**config.mk**
```make
export PLATFORM = sky130hd
export DESIGN_NAME = bp_top
export DESIGN_NICKNAME = d
export VERILOG_FILES = /design/src/bp_pkg.sv /design/src/bp_pattern_table.sv /design/src/bp_perf_counters.sv /design/src/bp_target_buffer.sv /design/src/bp_top.sv /design/src/bp_tournament.sv
export VERILOG_INCLUDE_DIRS = /design/src
export SDC_FILE = /design/constraint.sdc
export NUM_CORES = 2
export LEC_CHECK = 0
export BUFFER_PORTS_ARGS = -buffer_cell sky130_fd_sc_hd__clkbuf_2
export CAP_MARGIN = 5
export CORE_UTILIZATION = 45
export CTS_CLUSTER_SIZE = 40
export DETAILED_ROUTE_END_ITERATION = 12
export PLACE_DENSITY = 0.6
export SLEW_MARGIN = 30
export SYNTH_ARGS = -nofsm -noshare
export SYNTH_HDL_FRONTEND = slang
export SYNTH_SLANG_ARGS = --single-unit
```
**constraint.sdc**
```tcl
create_clock -name clk -period 10.2 [get_ports clk]
set_input_delay 3.06 -clock clk [delete_from_list [all_inputs] [get_ports clk]]
set_output_delay 3.06 -clock clk [all_outputs]
set_load 0.005 [all_outputs]
```
**src/bp_defs.svh**
```systemverilog
`ifndef BP_DEFS_SVH
`define BP_DEFS_SVH

// --------------------
// Table geometry
// --------------------

// Global history width, equal to the pattern table index width
`define BP_HIST_BITS      8
`define BP_PHT_ENTRIES    256
`define BP_PC_IDX_LSB     2
`define BP_PC_IDX_MSB     9

// 32 BTB entries indexed by PC[6:2], tag is PC[31:7]
`define BP_BTB_IDX_BITS   5

// Weakly not-taken for pattern counters, weakly gshare for the chooser
`define BP_CTR_RESET      2'b01

// --------------------
// Counter map
// --------------------

`define BP_AXI_ADDR_BITS  8

`define BP_ADDR_UPDATES   8'h00
`define BP_ADDR_MISPRED   8'h04
`define BP_ADDR_GSHARE_OK 8'h08
`define BP_ADDR_LOCAL_OK  8'h0C
`define BP_ADDR_BTB_MISS  8'h10

`endif

```
**src/bp_pkg.sv**
```systemverilog
`include "bp_defs.svh"

package bp_pkg;

	typedef struct packed {
		logic        valid;
		logic [31:0] pc;
	} bp_pred_req_t;

	// Provider is 0 for gshare and 1 for local
	typedef struct packed {
		logic        taken;
		logic        btb_hit;
		logic [31:0] target;
		logic        provider;
	} bp_pred_rsp_t;

	typedef struct packed {
		logic        valid;
		logic [31:0] pc;
		logic        taken;
		logic [31:0] target;
		logic        mispredict;
	} bp_update_t;

	// One increment strobe per performance counter
	typedef struct packed {
		logic updates;
		logic mispred;
		logic gshare_ok;
		logic local_ok;
		logic btb_miss;
	} bp_event_t;

	typedef struct packed {
		logic                         aw_valid;
		logic [`BP_AXI_ADDR_BITS-1:0] aw_addr;
		logic                         w_valid;
		logic [31:0]                  w_data;
		logic [3:0]                   w_strb;
		logic                         b_ready;
		logic                         ar_valid;
		logic [`BP_AXI_ADDR_BITS-1:0] ar_addr;
		logic                         r_ready;
	} axil_req_t;

	typedef struct packed {
		logic        aw_ready;
		logic        w_ready;
		logic        b_valid;
		logic [1:0]  b_resp;
		logic        ar_ready;
		logic        r_valid;
		logic [31:0] r_data;
		logic [1:0]  r_resp;
	} axil_rsp_t;

	typedef enum logic [1:0] {
		WR_IDLE,
		WR_HAVE_AW,
		WR_HAVE_W,
		WR_RESP
	} bp_wr_state_e;

endpackage

```
**src/bp_pattern_table.sv**
```systemverilog
`timescale 1ns/1ps
`include "bp_defs.svh"

module bp_pattern_table (
	input  logic                     clk,
	input  logic                     i_rst_n,
	input  logic [`BP_HIST_BITS-1:0] i_rd_idx,
	input  logic [`BP_HIST_BITS-1:0] i_upd_idx,
	input  logic                     i_upd_en,
	input  logic                     i_upd_taken,
	output logic [1:0]               o_rd_ctr,
	output logic [1:0]               o_upd_ctr
);

	logic [1:0] ctr_q [`BP_PHT_ENTRIES];
	logic [1:0] ctr_next;

	// Prediction read and the read at the update index are both combinational
	assign o_rd_ctr  = ctr_q[i_rd_idx];
	assign o_upd_ctr = ctr_q[i_upd_idx];

	// Saturate toward the resolved outcome
	always_comb begin
		ctr_next = o_upd_ctr;
		if (i_upd_taken) begin
			if (o_upd_ctr != 2'b11) begin
				ctr_next = o_upd_ctr + 2'd1;
			end
		end else begin
			if (o_upd_ctr != 2'b00) begin
				ctr_next = o_upd_ctr - 2'd1;
			end
		end
	end

	always_ff @(posedge clk) begin
		if (!i_rst_n) begin
			for (int i = 0; i < `BP_PHT_ENTRIES; i++) begin
				ctr_q[i] <= `BP_CTR_RESET;
			end
		end else if (i_upd_en) begin
			ctr_q[i_upd_idx] <= ctr_next;
		end
	end

endmodule

```
**src/bp_perf_counters.sv**
```systemverilog
`timescale 1ns/1ps
`include "bp_defs.svh"

module bp_perf_counters (
	input  logic              clk,
	input  logic              i_rst_n,
	input  bp_pkg::bp_event_t i_event,
	input  bp_pkg::axil_req_t i_axil,
	output bp_pkg::axil_rsp_t o_axil
);

	localparam int         NUM_CTRS  = 5;
	localparam logic [2:0] SEL_NONE  = 3'd7;
	localparam logic [1:0] RESP_OKAY = 2'b00;

	bp_pkg::bp_wr_state_e         wr_state_q;
	bp_pkg::bp_wr_state_e         wr_state_d;
	logic [`BP_AXI_ADDR_BITS-1:0] aw_addr_q;
	logic [`BP_AXI_ADDR_BITS-1:0] wr_addr;
	logic [31:0]                  ctr_q [NUM_CTRS];
	logic [NUM_CTRS-1:0]          ctr_inc;
	logic [NUM_CTRS-1:0]          ctr_clr;
	logic [2:0]                   rd_sel;
	logic [2:0]                   wr_sel;
	logic                         aw_ready;
	logic                         w_ready;
	logic                         aw_fire;
	logic                         w_fire;
	logic                         b_fire;
	logic                         ar_fire;
	logic                         r_fire;
	logic                         wr_done;
	logic                         r_valid_q;
	logic [31:0]                  r_data_q;

	function automatic logic [2:0] ctr_sel(input logic [`BP_AXI_ADDR_BITS-1:0] addr);
		case (addr)
			`BP_ADDR_UPDATES:   ctr_sel = 3'd0;
			`BP_ADDR_MISPRED:   ctr_sel = 3'd1;
			`BP_ADDR_GSHARE_OK: ctr_sel = 3'd2;
			`BP_ADDR_LOCAL_OK:  ctr_sel = 3'd3;
			`BP_ADDR_BTB_MISS:  ctr_sel = 3'd4;
			default:            ctr_sel = SEL_NONE;
		endcase
	endfunction

	// --------------------
	// Write channel
	// --------------------

	assign aw_ready = (wr_state_q == bp_pkg::WR_IDLE) || (wr_state_q == bp_pkg::WR_HAVE_W);
	assign w_ready  = (wr_state_q == bp_pkg::WR_IDLE) || (wr_state_q == bp_pkg::WR_HAVE_AW);
	assign aw_fire  = i_axil.aw_valid && aw_ready;
	assign w_fire   = i_axil.w_valid && w_ready;
	assign b_fire   = (wr_state_q == bp_pkg::WR_RESP) && i_axil.b_ready;

	always_comb begin
		wr_state_d = wr_state_q;
		wr_done    = 1'b0;
		case (wr_state_q)
			bp_pkg::WR_IDLE: begin
				if (aw_fire && w_fire) begin
					wr_state_d = bp_pkg::WR_RESP;
					wr_done    = 1'b1;
				end else if (aw_fire) begin
					wr_state_d = bp_pkg::WR_HAVE_AW;
				end else if (w_fire) begin
					wr_state_d = bp_pkg::WR_HAVE_W;
				end
			end
			bp_pkg::WR_HAVE_AW: begin
				if (w_fire) begin
					wr_state_d = bp_pkg::WR_RESP;
					wr_done    = 1'b1;
				end
			end
			bp_pkg::WR_HAVE_W: begin
				if (aw_fire) begin
					wr_state_d = bp_pkg::WR_RESP;
					wr_done    = 1'b1;
				end
			end
			default: begin
				if (b_fire) begin
					wr_state_d = bp_pkg::WR_IDLE;
				end
			end
		endcase
	end

	// The address is live on the bus unless AW was taken earlier
	assign wr_addr = (wr_state_q == bp_pkg::WR_HAVE_AW) ? aw_addr_q : i_axil.aw_addr;
	assign wr_sel  = ctr_sel(wr_addr);

	always_ff @(posedge clk) begin
		if (!i_rst_n) begin
			wr_state_q <= bp_pkg::WR_IDLE;
		end else begin
			wr_state_q <= wr_state_d;
		end
	end

	always_ff @(posedge clk) begin
		if (aw_fire) begin
			aw_addr_q <= i_axil.aw_addr;
		end
	end

	// --------------------
	// Counters
	// --------------------

	assign ctr_inc = {i_event.btb_miss, i_event.local_ok, i_event.gshare_ok,
		i_event.mispred, i_event.updates};

	always_comb begin
		for (int i = 0; i < NUM_CTRS; i++) begin
			ctr_clr[i] = wr_done && (wr_sel == 3'(i));
		end
	end

	// A clear takes priority over an increment in the same cycle
	always_ff @(posedge clk) begin
		for (int i = 0; i < NUM_CTRS; i++) begin
			if (!i_rst_n || ctr_clr[i]) begin
				ctr_q[i] <= '0;
			end else if (ctr_inc[i]) begin
				ctr_q[i] <= ctr_q[i] + 32'd1;
			end
		end
	end

	// --------------------
	// Read channel
	// --------------------

	assign rd_sel  = ctr_sel(i_axil.ar_addr);
	assign ar_fire = i_axil.ar_valid && !r_valid_q;
	assign r_fire  = r_valid_q && i_axil.r_ready;

	always_ff @(posedge clk) begin
		if (!i_rst_n) begin
			r_valid_q <= 1'b0;
		end else if (ar_fire) begin
			r_valid_q <= 1'b1;
		end else if (r_fire) begin
			r_valid_q <= 1'b0;
		end
	end

	always_ff @(posedge clk) begin
		if (ar_fire) begin
			r_data_q <= (rd_sel < NUM_CTRS) ? ctr_q[rd_sel] : 32'd0;
		end
	end

	always_comb begin
		o_axil.aw_ready = aw_ready;
		o_axil.w_ready  = w_ready;
		o_axil.b_valid  = (wr_state_q == bp_pkg::WR_RESP);
		o_axil.b_resp   = RESP_OKAY;
		o_axil.ar_ready = !r_valid_q;
		o_axil.r_valid  = r_valid_q;
		o_axil.r_data   = r_data_q;
		o_axil.r_resp   = RESP_OKAY;
	end

endmodule

```
**src/bp_target_buffer.sv**
```systemverilog
`timescale 1ns/1ps
`include "bp_defs.svh"

module bp_target_buffer (
	input  logic                 clk,
	input  logic                 i_rst_n,
	input  bp_pkg::bp_pred_req_t i_pred,
	input  bp_pkg::bp_update_t   i_upd,
	output logic                 o_hit,
	output logic [31:0]          o_target,
	output logic                 o_upd_hit
);

	localparam int ENTRIES  = 1 << `BP_BTB_IDX_BITS;
	localparam int TAG_LSB  = `BP_PC_IDX_LSB + `BP_BTB_IDX_BITS;
	localparam int TAG_BITS = 32 - TAG_LSB;

	logic [ENTRIES-1:0]         valid_q;
	logic [TAG_BITS-1:0]        tag_q [ENTRIES];
	logic [31:0]                target_q [ENTRIES];
	logic [`BP_BTB_IDX_BITS-1:0] pred_idx;
	logic [`BP_BTB_IDX_BITS-1:0] upd_idx;
	logic [TAG_BITS-1:0]        pred_tag;
	logic [TAG_BITS-1:0]        upd_tag;
	logic                       fill;

	assign pred_idx = i_pred.pc[TAG_LSB-1:`BP_PC_IDX_LSB];
	assign pred_tag = i_pred.pc[31:TAG_LSB];
	assign upd_idx  = i_upd.pc[TAG_LSB-1:`BP_PC_IDX_LSB];
	assign upd_tag  = i_upd.pc[31:TAG_LSB];

	// --------------------
	// Lookups
	// --------------------

	assign o_hit     = i_pred.valid && valid_q[pred_idx] && (tag_q[pred_idx] == pred_tag);
	assign o_target  = target_q[pred_idx];

	// Second lookup at the update PC, used for the miss counter
	assign o_upd_hit = valid_q[upd_idx] && (tag_q[upd_idx] == upd_tag);

	// --------------------
	// Fill
	// --------------------

	assign fill = i_upd.valid && i_upd.taken;

	always_ff @(posedge clk) begin
		if (!i_rst_n) begin
			valid_q <= '0;
		end else if (fill) begin
			valid_q[upd_idx] <= 1'b1;
		end
	end

	always_ff @(posedge clk) begin
		if (fill) begin
			tag_q[upd_idx]    <= upd_tag;
			target_q[upd_idx] <= i_upd.target;
		end
	end

endmodule

```
**src/bp_top.sv**
```systemverilog
`timescale 1ns/1ps

module bp_top (
	input  logic                 clk,
	input  logic                 i_rst_n,
	input  bp_pkg::bp_pred_req_t i_pred,
	input  bp_pkg::bp_update_t   i_upd,
	input  bp_pkg::axil_req_t    i_axil,
	output bp_pkg::bp_pred_rsp_t o_pred,
	output bp_pkg::axil_rsp_t    o_axil
);

	logic              btb_hit;
	logic [31:0]       btb_target;
	logic              btb_upd_hit;
	bp_pkg::bp_event_t events;

	bp_tournament u_tournament (
		.clk,
		.i_rst_n,
		.i_pred,
		.i_upd,
		.i_btb_hit     (btb_hit),
		.i_btb_target  (btb_target),
		.i_btb_upd_hit (btb_upd_hit),
		.o_pred,
		.o_event       (events)
	);

	bp_target_buffer u_btb (
		.clk,
		.i_rst_n,
		.i_pred,
		.i_upd,
		.o_hit     (btb_hit),
		.o_target  (btb_target),
		.o_upd_hit (btb_upd_hit)
	);

	// Counter block sees the same update cycle as the tables
	bp_perf_counters u_counters (
		.clk,
		.i_rst_n,
		.i_event (events),
		.i_axil,
		.o_axil
	);

endmodule

```
**src/bp_tournament.sv**
```systemverilog
`timescale 1ns/1ps
`include "bp_defs.svh"

module bp_tournament (
	input  logic                 clk,
	input  logic                 i_rst_n,
	input  bp_pkg::bp_pred_req_t i_pred,
	input  bp_pkg::bp_update_t   i_upd,
	input  logic                 i_btb_hit,
	input  logic [31:0]          i_btb_target,
	input  logic                 i_btb_upd_hit,
	output bp_pkg::bp_pred_rsp_t o_pred,
	output bp_pkg::bp_event_t    o_event
);

	logic [`BP_HIST_BITS-1:0] ghist_q;
	logic [1:0]               chooser_q;
	logic [`BP_HIST_BITS-1:0] pred_pc_idx;
	logic [`BP_HIST_BITS-1:0] upd_pc_idx;
	logic [`BP_HIST_BITS-1:0] gs_rd_idx;
	logic [`BP_HIST_BITS-1:0] gs_upd_idx;
	logic [1:0]               gs_rd_ctr;
	logic [1:0]               gs_upd_ctr;
	logic [1:0]               lc_rd_ctr;
	logic [1:0]               lc_upd_ctr;
	logic [1:0]               sel_ctr;
	logic                     gs_ok;
	logic                     lc_ok;

	assign pred_pc_idx = i_pred.pc[`BP_PC_IDX_MSB:`BP_PC_IDX_LSB];
	assign upd_pc_idx  = i_upd.pc[`BP_PC_IDX_MSB:`BP_PC_IDX_LSB];

	// Gshare hashes the current history into both indices
	assign gs_rd_idx  = ghist_q ^ pred_pc_idx;
	assign gs_upd_idx = ghist_q ^ upd_pc_idx;

	bp_pattern_table u_gshare (
		.clk,
		.i_rst_n,
		.i_rd_idx    (gs_rd_idx),
		.i_upd_idx   (gs_upd_idx),
		.i_upd_en    (i_upd.valid),
		.i_upd_taken (i_upd.taken),
		.o_rd_ctr    (gs_rd_ctr),
		.o_upd_ctr   (gs_upd_ctr)
	);

	bp_pattern_table u_local (
		.clk,
		.i_rst_n,
		.i_rd_idx    (pred_pc_idx),
		.i_upd_idx   (upd_pc_idx),
		.i_upd_en    (i_upd.valid),
		.i_upd_taken (i_upd.taken),
		.o_rd_ctr    (lc_rd_ctr),
		.o_upd_ctr   (lc_upd_ctr)
	);

	// --------------------
	// Prediction
	// --------------------

	assign sel_ctr = chooser_q[1] ? lc_rd_ctr : gs_rd_ctr;

	// Without a BTB entry there is nowhere to redirect, so fall through
	always_comb begin
		o_pred.taken    = sel_ctr[1] && i_btb_hit;
		o_pred.btb_hit  = i_btb_hit;
		o_pred.target   = i_btb_hit ? i_btb_target : i_pred.pc + 32'd4;
		o_pred.provider = chooser_q[1];
	end

	// --------------------
	// Update
	// --------------------

	assign gs_ok = (gs_upd_ctr[1] == i_upd.taken);
	assign lc_ok = (lc_upd_ctr[1] == i_upd.taken);

	always_comb begin
		o_event.updates   = i_upd.valid;
		o_event.mispred   = i_upd.valid && i_upd.mispredict;
		o_event.gshare_ok = i_upd.valid && gs_ok;
		o_event.local_ok  = i_upd.valid && lc_ok;
		o_event.btb_miss  = i_upd.valid && i_upd.taken && !i_btb_upd_hit;
	end

	always_ff @(posedge clk) begin
		if (!i_rst_n) begin
			ghist_q   <= '0;
			chooser_q <= `BP_CTR_RESET;
		end else if (i_upd.valid) begin
			ghist_q <= {ghist_q[`BP_HIST_BITS-2:0], i_upd.taken};
			// Chooser only moves when exactly one table was right
			if (lc_ok && !gs_ok && chooser_q != 2'b11) begin
				chooser_q <= chooser_q + 2'd1;
			end else if (gs_ok && !lc_ok && chooser_q != 2'b00) begin
				chooser_q <= chooser_q - 2'd1;
			end
		end
	end

endmodule

```
After elaboration in Yosys (flattened, before gate mapping) --
Memories as Yosys holds them, arrays and structs flattened. A register that Yosys moved wholly into a read port is not among the register bits. Index checks and enable logic that the tools add are counted.
Storage, ports and cells: bits in read-only memories 0, word-level logic and storage cells 185, output and inout port bits 76, memories 5, input port bits 159, latch bits 0, flip-flop bits (word level) 53, bits in writable memories 3008
Cells by class: $add $sub $neg 12, shift-type cells 0, bitwise operators 8, $mul 0, mux-type cells 73, reduce and logical (&&, ||, !) cells 52, order comparisons 4, div/mod/pow operators 0, eq/ne operators 25
Memories:
- u_btb.target_q | depth 32, bits a word 32, rd ports 1, clocked after Yosys merged registers in 0, wr ports 1, line bp_target_buffer.sv:20 | logic [31:0] target_q [ENTRIES];
- u_btb.tag_q | depth 32, bits a word 25, rd ports 2, clocked after Yosys merged registers in 0, wr ports 1, line bp_target_buffer.sv:19 | logic [TAG_BITS-1:0] tag_q [ENTRIES];
- u_tournament.u_gshare.ctr_q | depth 256, bits a word 2, rd ports 2, clocked after Yosys merged registers in 0, wr ports 256, line bp_pattern_table.sv:15 | logic [1:0] ctr_q [`BP_PHT_ENTRIES];
- u_tournament.u_local.ctr_q | depth 256, bits a word 2, rd ports 2, clocked after Yosys merged registers in 0, wr ports 256, line bp_pattern_table.sv:15
- u_counters.ctr_q | depth 5, bits a word 32, rd ports 6, clocked after Yosys merged registers in 1, wr ports 5, line bp_perf_counters.sv:20 | logic [31:0] ctr_q [NUM_CTRS];
Operators by type and width (number):
- two-way mux 32 bit | 6
- adder 32 x 1 -> 32 bit (second input constant) | 5
- equality test 25 bit | 2
- two-way mux 1 bit | 40
- two-way mux 2 bit | 17
- adder 32 x 3 -> 32 bit (second input constant) | 1
- equality test 8 x 4 -> 1 bit (second input constant) | 4
- bitwise OR 32 bit | 1
- case mux 3 bit (5 select lines) | 2
- logical AND 1 bit | 25
- two-way mux 8 bit | 3
- equality test 8 x 3 -> 1 bit (second input constant) | 2
- equality test 8 x 5 -> 1 bit (second input constant) | 2
- zero test 8 bit | 2
- bitwise XOR 8 bit | 2
- less-than comparator 5 x 6 -> 1 bit (second input constant) | 2
- binary-select mux 1 bit (select 5 bit) | 2
- nonzero test 2 bit | 5
- logical OR 1 bit | 7
- adder 2 x 1 -> 2 bit (second input constant) | 3
- equality test 3 x 2 -> 1 bit (second input constant) | 2
- zero test 1 bit | 6
- != test 2 bit (second input constant) | 3
- case mux 2 bit (3 select lines) | 1
- 19 further kinds | 29

Depth between registers and ports, before layout --
word-level depth 11, depth in mapped cells 17, depth with buffers taken out 10

Cells and area by module --
A second synthesis with hierarchy kept.
Unflattened totals: cell total of the unflattened synthesis 9126, area total of the unflattened synthesis 149840.0 um^2
Modules (own cells, without submodules):
- bp_target_buffer | instances 1, seq. area each 55413.1 um^2, cells an instance 3390, area an instance 76940.0 um^2
- bp_pattern_table (u_tournament.u_gshare) | instances 1, seq. area each 15374.7 um^2, cells an instance 2330, area an instance 31081.1 um^2
- bp_pattern_table (u_tournament.u_local) | instances 1, seq. area each 15374.7 um^2, cells an instance 2102, area an instance 28578.7 um^2
- bp_perf_counters | instances 1, seq. area each 6065.8 um^2, cells an instance 1059, area an instance 11523.6 um^2
- bp_tournament | instances 1, seq. area each 200.2 um^2, cells an instance 245, area an instance 1716.6 um^2

Worst setup path after synthesis --
OpenSTA, ideal clock, no wires.
path type in2reg, start point input i_upd[37] (netlist name), end point memory u_btb.tag_q[10][0] (netlist name) (enable), required time 9.656 ns, buffers on the path 8, library setup time 0.544 ns, stages on the path 11, setup slack -0.017 ns, arrival 9.673 ns, cells stage by stage buf_2 buf_2 buf_2 buf_1 buf_1 clkbuf_1 clkbuf_1 nor2b_1 clkbuf_1 nand3_1 nor3_1
RTL lines:
- start, declared | line bp_top.sv:7 | input bp_pkg::bp_update_t i_upd,
- end, declared | line bp_target_buffer.sv:19
Straight into the memory's write port.

==> impl_metrics.py <==
metrics = {
    "power": {
        "p_leak_nw": 48.9,
        "vdd_drop_max_v": 0.000148,
        "powerDensity_nw_per_um2": 178,
    },
    "clock_tree": {
        "cts.sinks": 3093,
        "cts_max_level": 5,
        "cts_root_buf": "clkbuf_16",
        "tritoncts": "yes",
        "cts_max_path_buffers": 4,
        "clk_pin_slew_worst_paths_ns": 0.06,
        "clk_latency_ns": 0.95,
        "hold_buffers": 0,
        "cts_buffers": 326,
    },
    "detailed_routing": {
        "dr.pass1.iters": 6,
        "drt-wirelength-per-cell_um": 33.6,
        "via_per_inst": 6.72,
        "dr_total_vias": 88100,
        "drcViolationCount": 0,
        "detail-route-antenna-nets": 0,
        "routed_wirelength_mm": 440,
        "first_iter_violations": 13000,
    },
    "global_routing": {
        "grt_max_degree": 222,
        "antenna_found_initial": 20,
        "met2_usage_pct": 42.2,
        "grt_overflow_total": 0,
        "met3_usage_pct": 5.64,
        "grt-busiest-layer": "met2",
        "grt_use_met1_pct": 37.8,
        "grt_pass1_wl_mm": 628,
        "grt_usage_pct": 27.0,
        "grt_pass1_vias": 86900,
    },
    "floorplan": {
        "die_h_um": 567,
        "ios": 235,
        "rows": 206,
        "die_x_um": 567,
        "die-area_um2": 321000,
        "core_um2": 316000,
        "start_util_pct": 45.4,
    },
    "placed_design": {
        "gp_congestion": 0.931,
        "hpwl_mm": 255,
        "placed_cells": 12500,
        "port_buffers": 192,
    },
    "final_layout": {
        "final_nets": 8849,
        "final_util_pct": 51.2,
        "drive_gt1_share_pct": 28.0,
        "syn_to_final_growth_pct": 12.8,
        "final_cells": 13100,
    },
    "logic_synthesis": {
        "yosysWarnings": 0,
        "synth-edff-count": 3048,
        "ys_seq_area_share_pct": 64.4,
        "synth_area_per_cell_um2": 16.7,
        "yosys-top-cells-count": "3048 x edfxtp_1, 1273 x mux4_2, 649 x nand3_1",
        "synth_cell_types": 77,
        "ys_top_cells_by_area": "edfxtp_1 64%, mux4_2 20%, nand3_1 2.3%",
        "netlist.area_leader.share_pct": 63.8,
        "synth-seq-cells": 3093,
        "yosysTopAreaCell": "edfxtp_1",
        "syn-instance-count": 8581,
        "async_flop_share_pct": 0,
        "syn-cell-area_um2": 143000,
        "yosysMostFrequentCell": "edfxtp_1",
        "synth_ff_type": "edfxtp_1",
    },
    "critical_path": {
        "crit_slowest_cell": "mux4_2",
        "required_ns": 7.14,
        "timing.critical_path.mode_cell": "buf_12",
        "cp_top_family": "buffers and inverters",
        "path_max_fanout": 15,
        "endpoint_kind": "output port",
        "critPathLaunchType": "input pin",
        "slowest_delay_ns": 0.56,
        "arrival_ns": 7.02,
        "crit_type": "in2out",
        "critical_path_buf_inv_count": 9,
        "cp_cell_sequence": "buf_8 -> buf_16 -> buf_12 -> buf_12 -> xor2_4 -> buf_12 -> buf_12 -> mux4_2 -> mux4_2 -> a22oi_1 -> buf_4 -> a21oi_1 -> a211oi_2 -> a211oi_2 -> a21oi_2 -> buf_4 -> nor2b_1 -> clkbuf_2",
    },
    "sta": {
        "fin_crit_sh_pct": 98.9,
        "rsz0062_at_grt": "false",
        "fmax_mhz": 99.2,
        "maxSlewViolCount": 0,
        "slew_headroom_pct": 25.4,
        "hold_viol_final": 0,
        "worstMarginPinSlew_ns": 1.12,
        "fin_crit_ns": 10.08,
        "setup_viol": 0,
        "fin_skew_ns": 0.0690,
    },
    "run_status": {
        "outcome": "finished clean",
    },
    "worst_hold_path": {
        "hold_path_class": "reg2reg",
    },
    "flow_run": {
        "max_cap_violations": 0,
    },
}
## layer usage
| metal | wire [um] | up-vias |
|---|---|---|
| li1 | - | 35200 |
| met1 | 170000 | 46400 |
| met2 | 205000 | 5480 |
| met3 | 48700 | 977 |
| met4 | 16300 | 10 |
| met5 | 62 | - |
## flip-flops by register name, indices dropped and copies added, names as in the netlist
name,cells
u_btb.target_q,1024
u_btb.tag_q,800
u_tournament.u_gshare.ctr_q,512
u_tournament.u_local.ctr_q,512
u_counters.ctr_q,160
u_btb.valid_q,32
u_counters.r_data_q,32
u_counters.aw_addr_q,8
u_tournament.ghist_q,8
u_counters.wr_state_q,2
u_tournament.chooser_q,2
u_counters.r_valid_q,1
## path summary, 6_finish.rpt
kind                            cells after the start  slack [ns]                    start                                  to
worst max-delay path                               18        0.12                i_pred[2]                          o_pred[34]
worst min-delay path                                1        0.49        u_btb.valid_q[11]                   u_btb.valid_q[11]
worst min register to register                      1        0.49        u_btb.valid_q[11]                   u_btb.valid_q[11]
worst max register to register                     13        4.20  u_tournament.ghist_q[1]  u_tournament.u_gshare.ctr_q[99][1]
## worst reg2reg max path: stages (launching register included)
cell and delay, ns:
dfxtp_1 0.65, xor2_4 0.83, buf_12 0.37, mux4_2 0.38
a2111oi_0 0.94, a311oi_1 0.15, nand4_1 0.28, a211oi_1 0.09
buf_4 0.21, nand2b_1 0.19, buf_4 0.26, maj3_4 0.82
buf_4 0.46, nor3_1 0.09
## timing repair
| item | in CTS | in global routing |
|---|---|---|
| endpoints found under the setup margin | 3 | 30 |
| resized for setup | 3 | 13 |
| cloned | 0 | 3 |
| pin swaps | 1 | 1 |
| buffers inserted | 1 | 10 |
## cell type report
| type | instances | area, um2 |
|---|---|---|
| fill | 25400 | 154000 |
| antenna | 8 | 20.0 |
| inverter | 21 | 78.8 |
| timing repair buffer | 611 | 5610 |
| sequential | 3093 | 92400 |
| tap | 4160 | 5200 |
| clock inverter | 185 | 1600 |
| multi-input combinational | 4626 | 48200 |
| clock buffer | 405 | 8720 |
## power by group
group          internal, mW  switching, mW  total [mW]
registers              14.2          0.150        14.3
logic                  1.05           1.75        2.80
clock network          6.64           5.06        11.7
total                  21.9           6.96        28.8
## kinds of logic after synthesis
family                   Yosys count  share of synthesized area, %
flip-flops                      3093                          64.4
other                              1                       0.00261
multiplexers                    1414                          21.0
AND/OR/NAND/NOR                 2152                          7.11
AO/OA/AOI/OAI                    787                          3.19
XOR/XNOR                         255                          1.56
adder cells (fa/ha/maj)           14                         0.118
buffers and inverters            865                          2.64
## placed cells by master, fill, tap and decap left out, drive strengths merged, types with 40 or more instances in the layout
master and instances:
a21oi 49, and3 40, buf 426, clkbuf 590
clkinv 138, dfxtp 45, edfxtp 3048, mux2i 127
mux4 1273, nand2 340, nand3 649, nand4 53
nor2 381, nor3 578, o21ai 511, xnor2 134
xor2 121
## metrics by stage
step	area, um2	hold WS, ns	setup TNS, ns	worst slack, ns	power (mW)
detailed placement	151000	0.472	-0.348	-0.165	17.3
CTS	161000	0.485	0	0.00297	28.9
global placement	151000	0.460	-0.443	-0.227	17.3
global route	162000	0.501	0	0.00227	29.6
floorplan	144000	0.452	-2.89	-0.0169	16.3
finish	162000	0.488	0	0.116	28.8
Note: power is estimated with default switching activity, not from simulation.
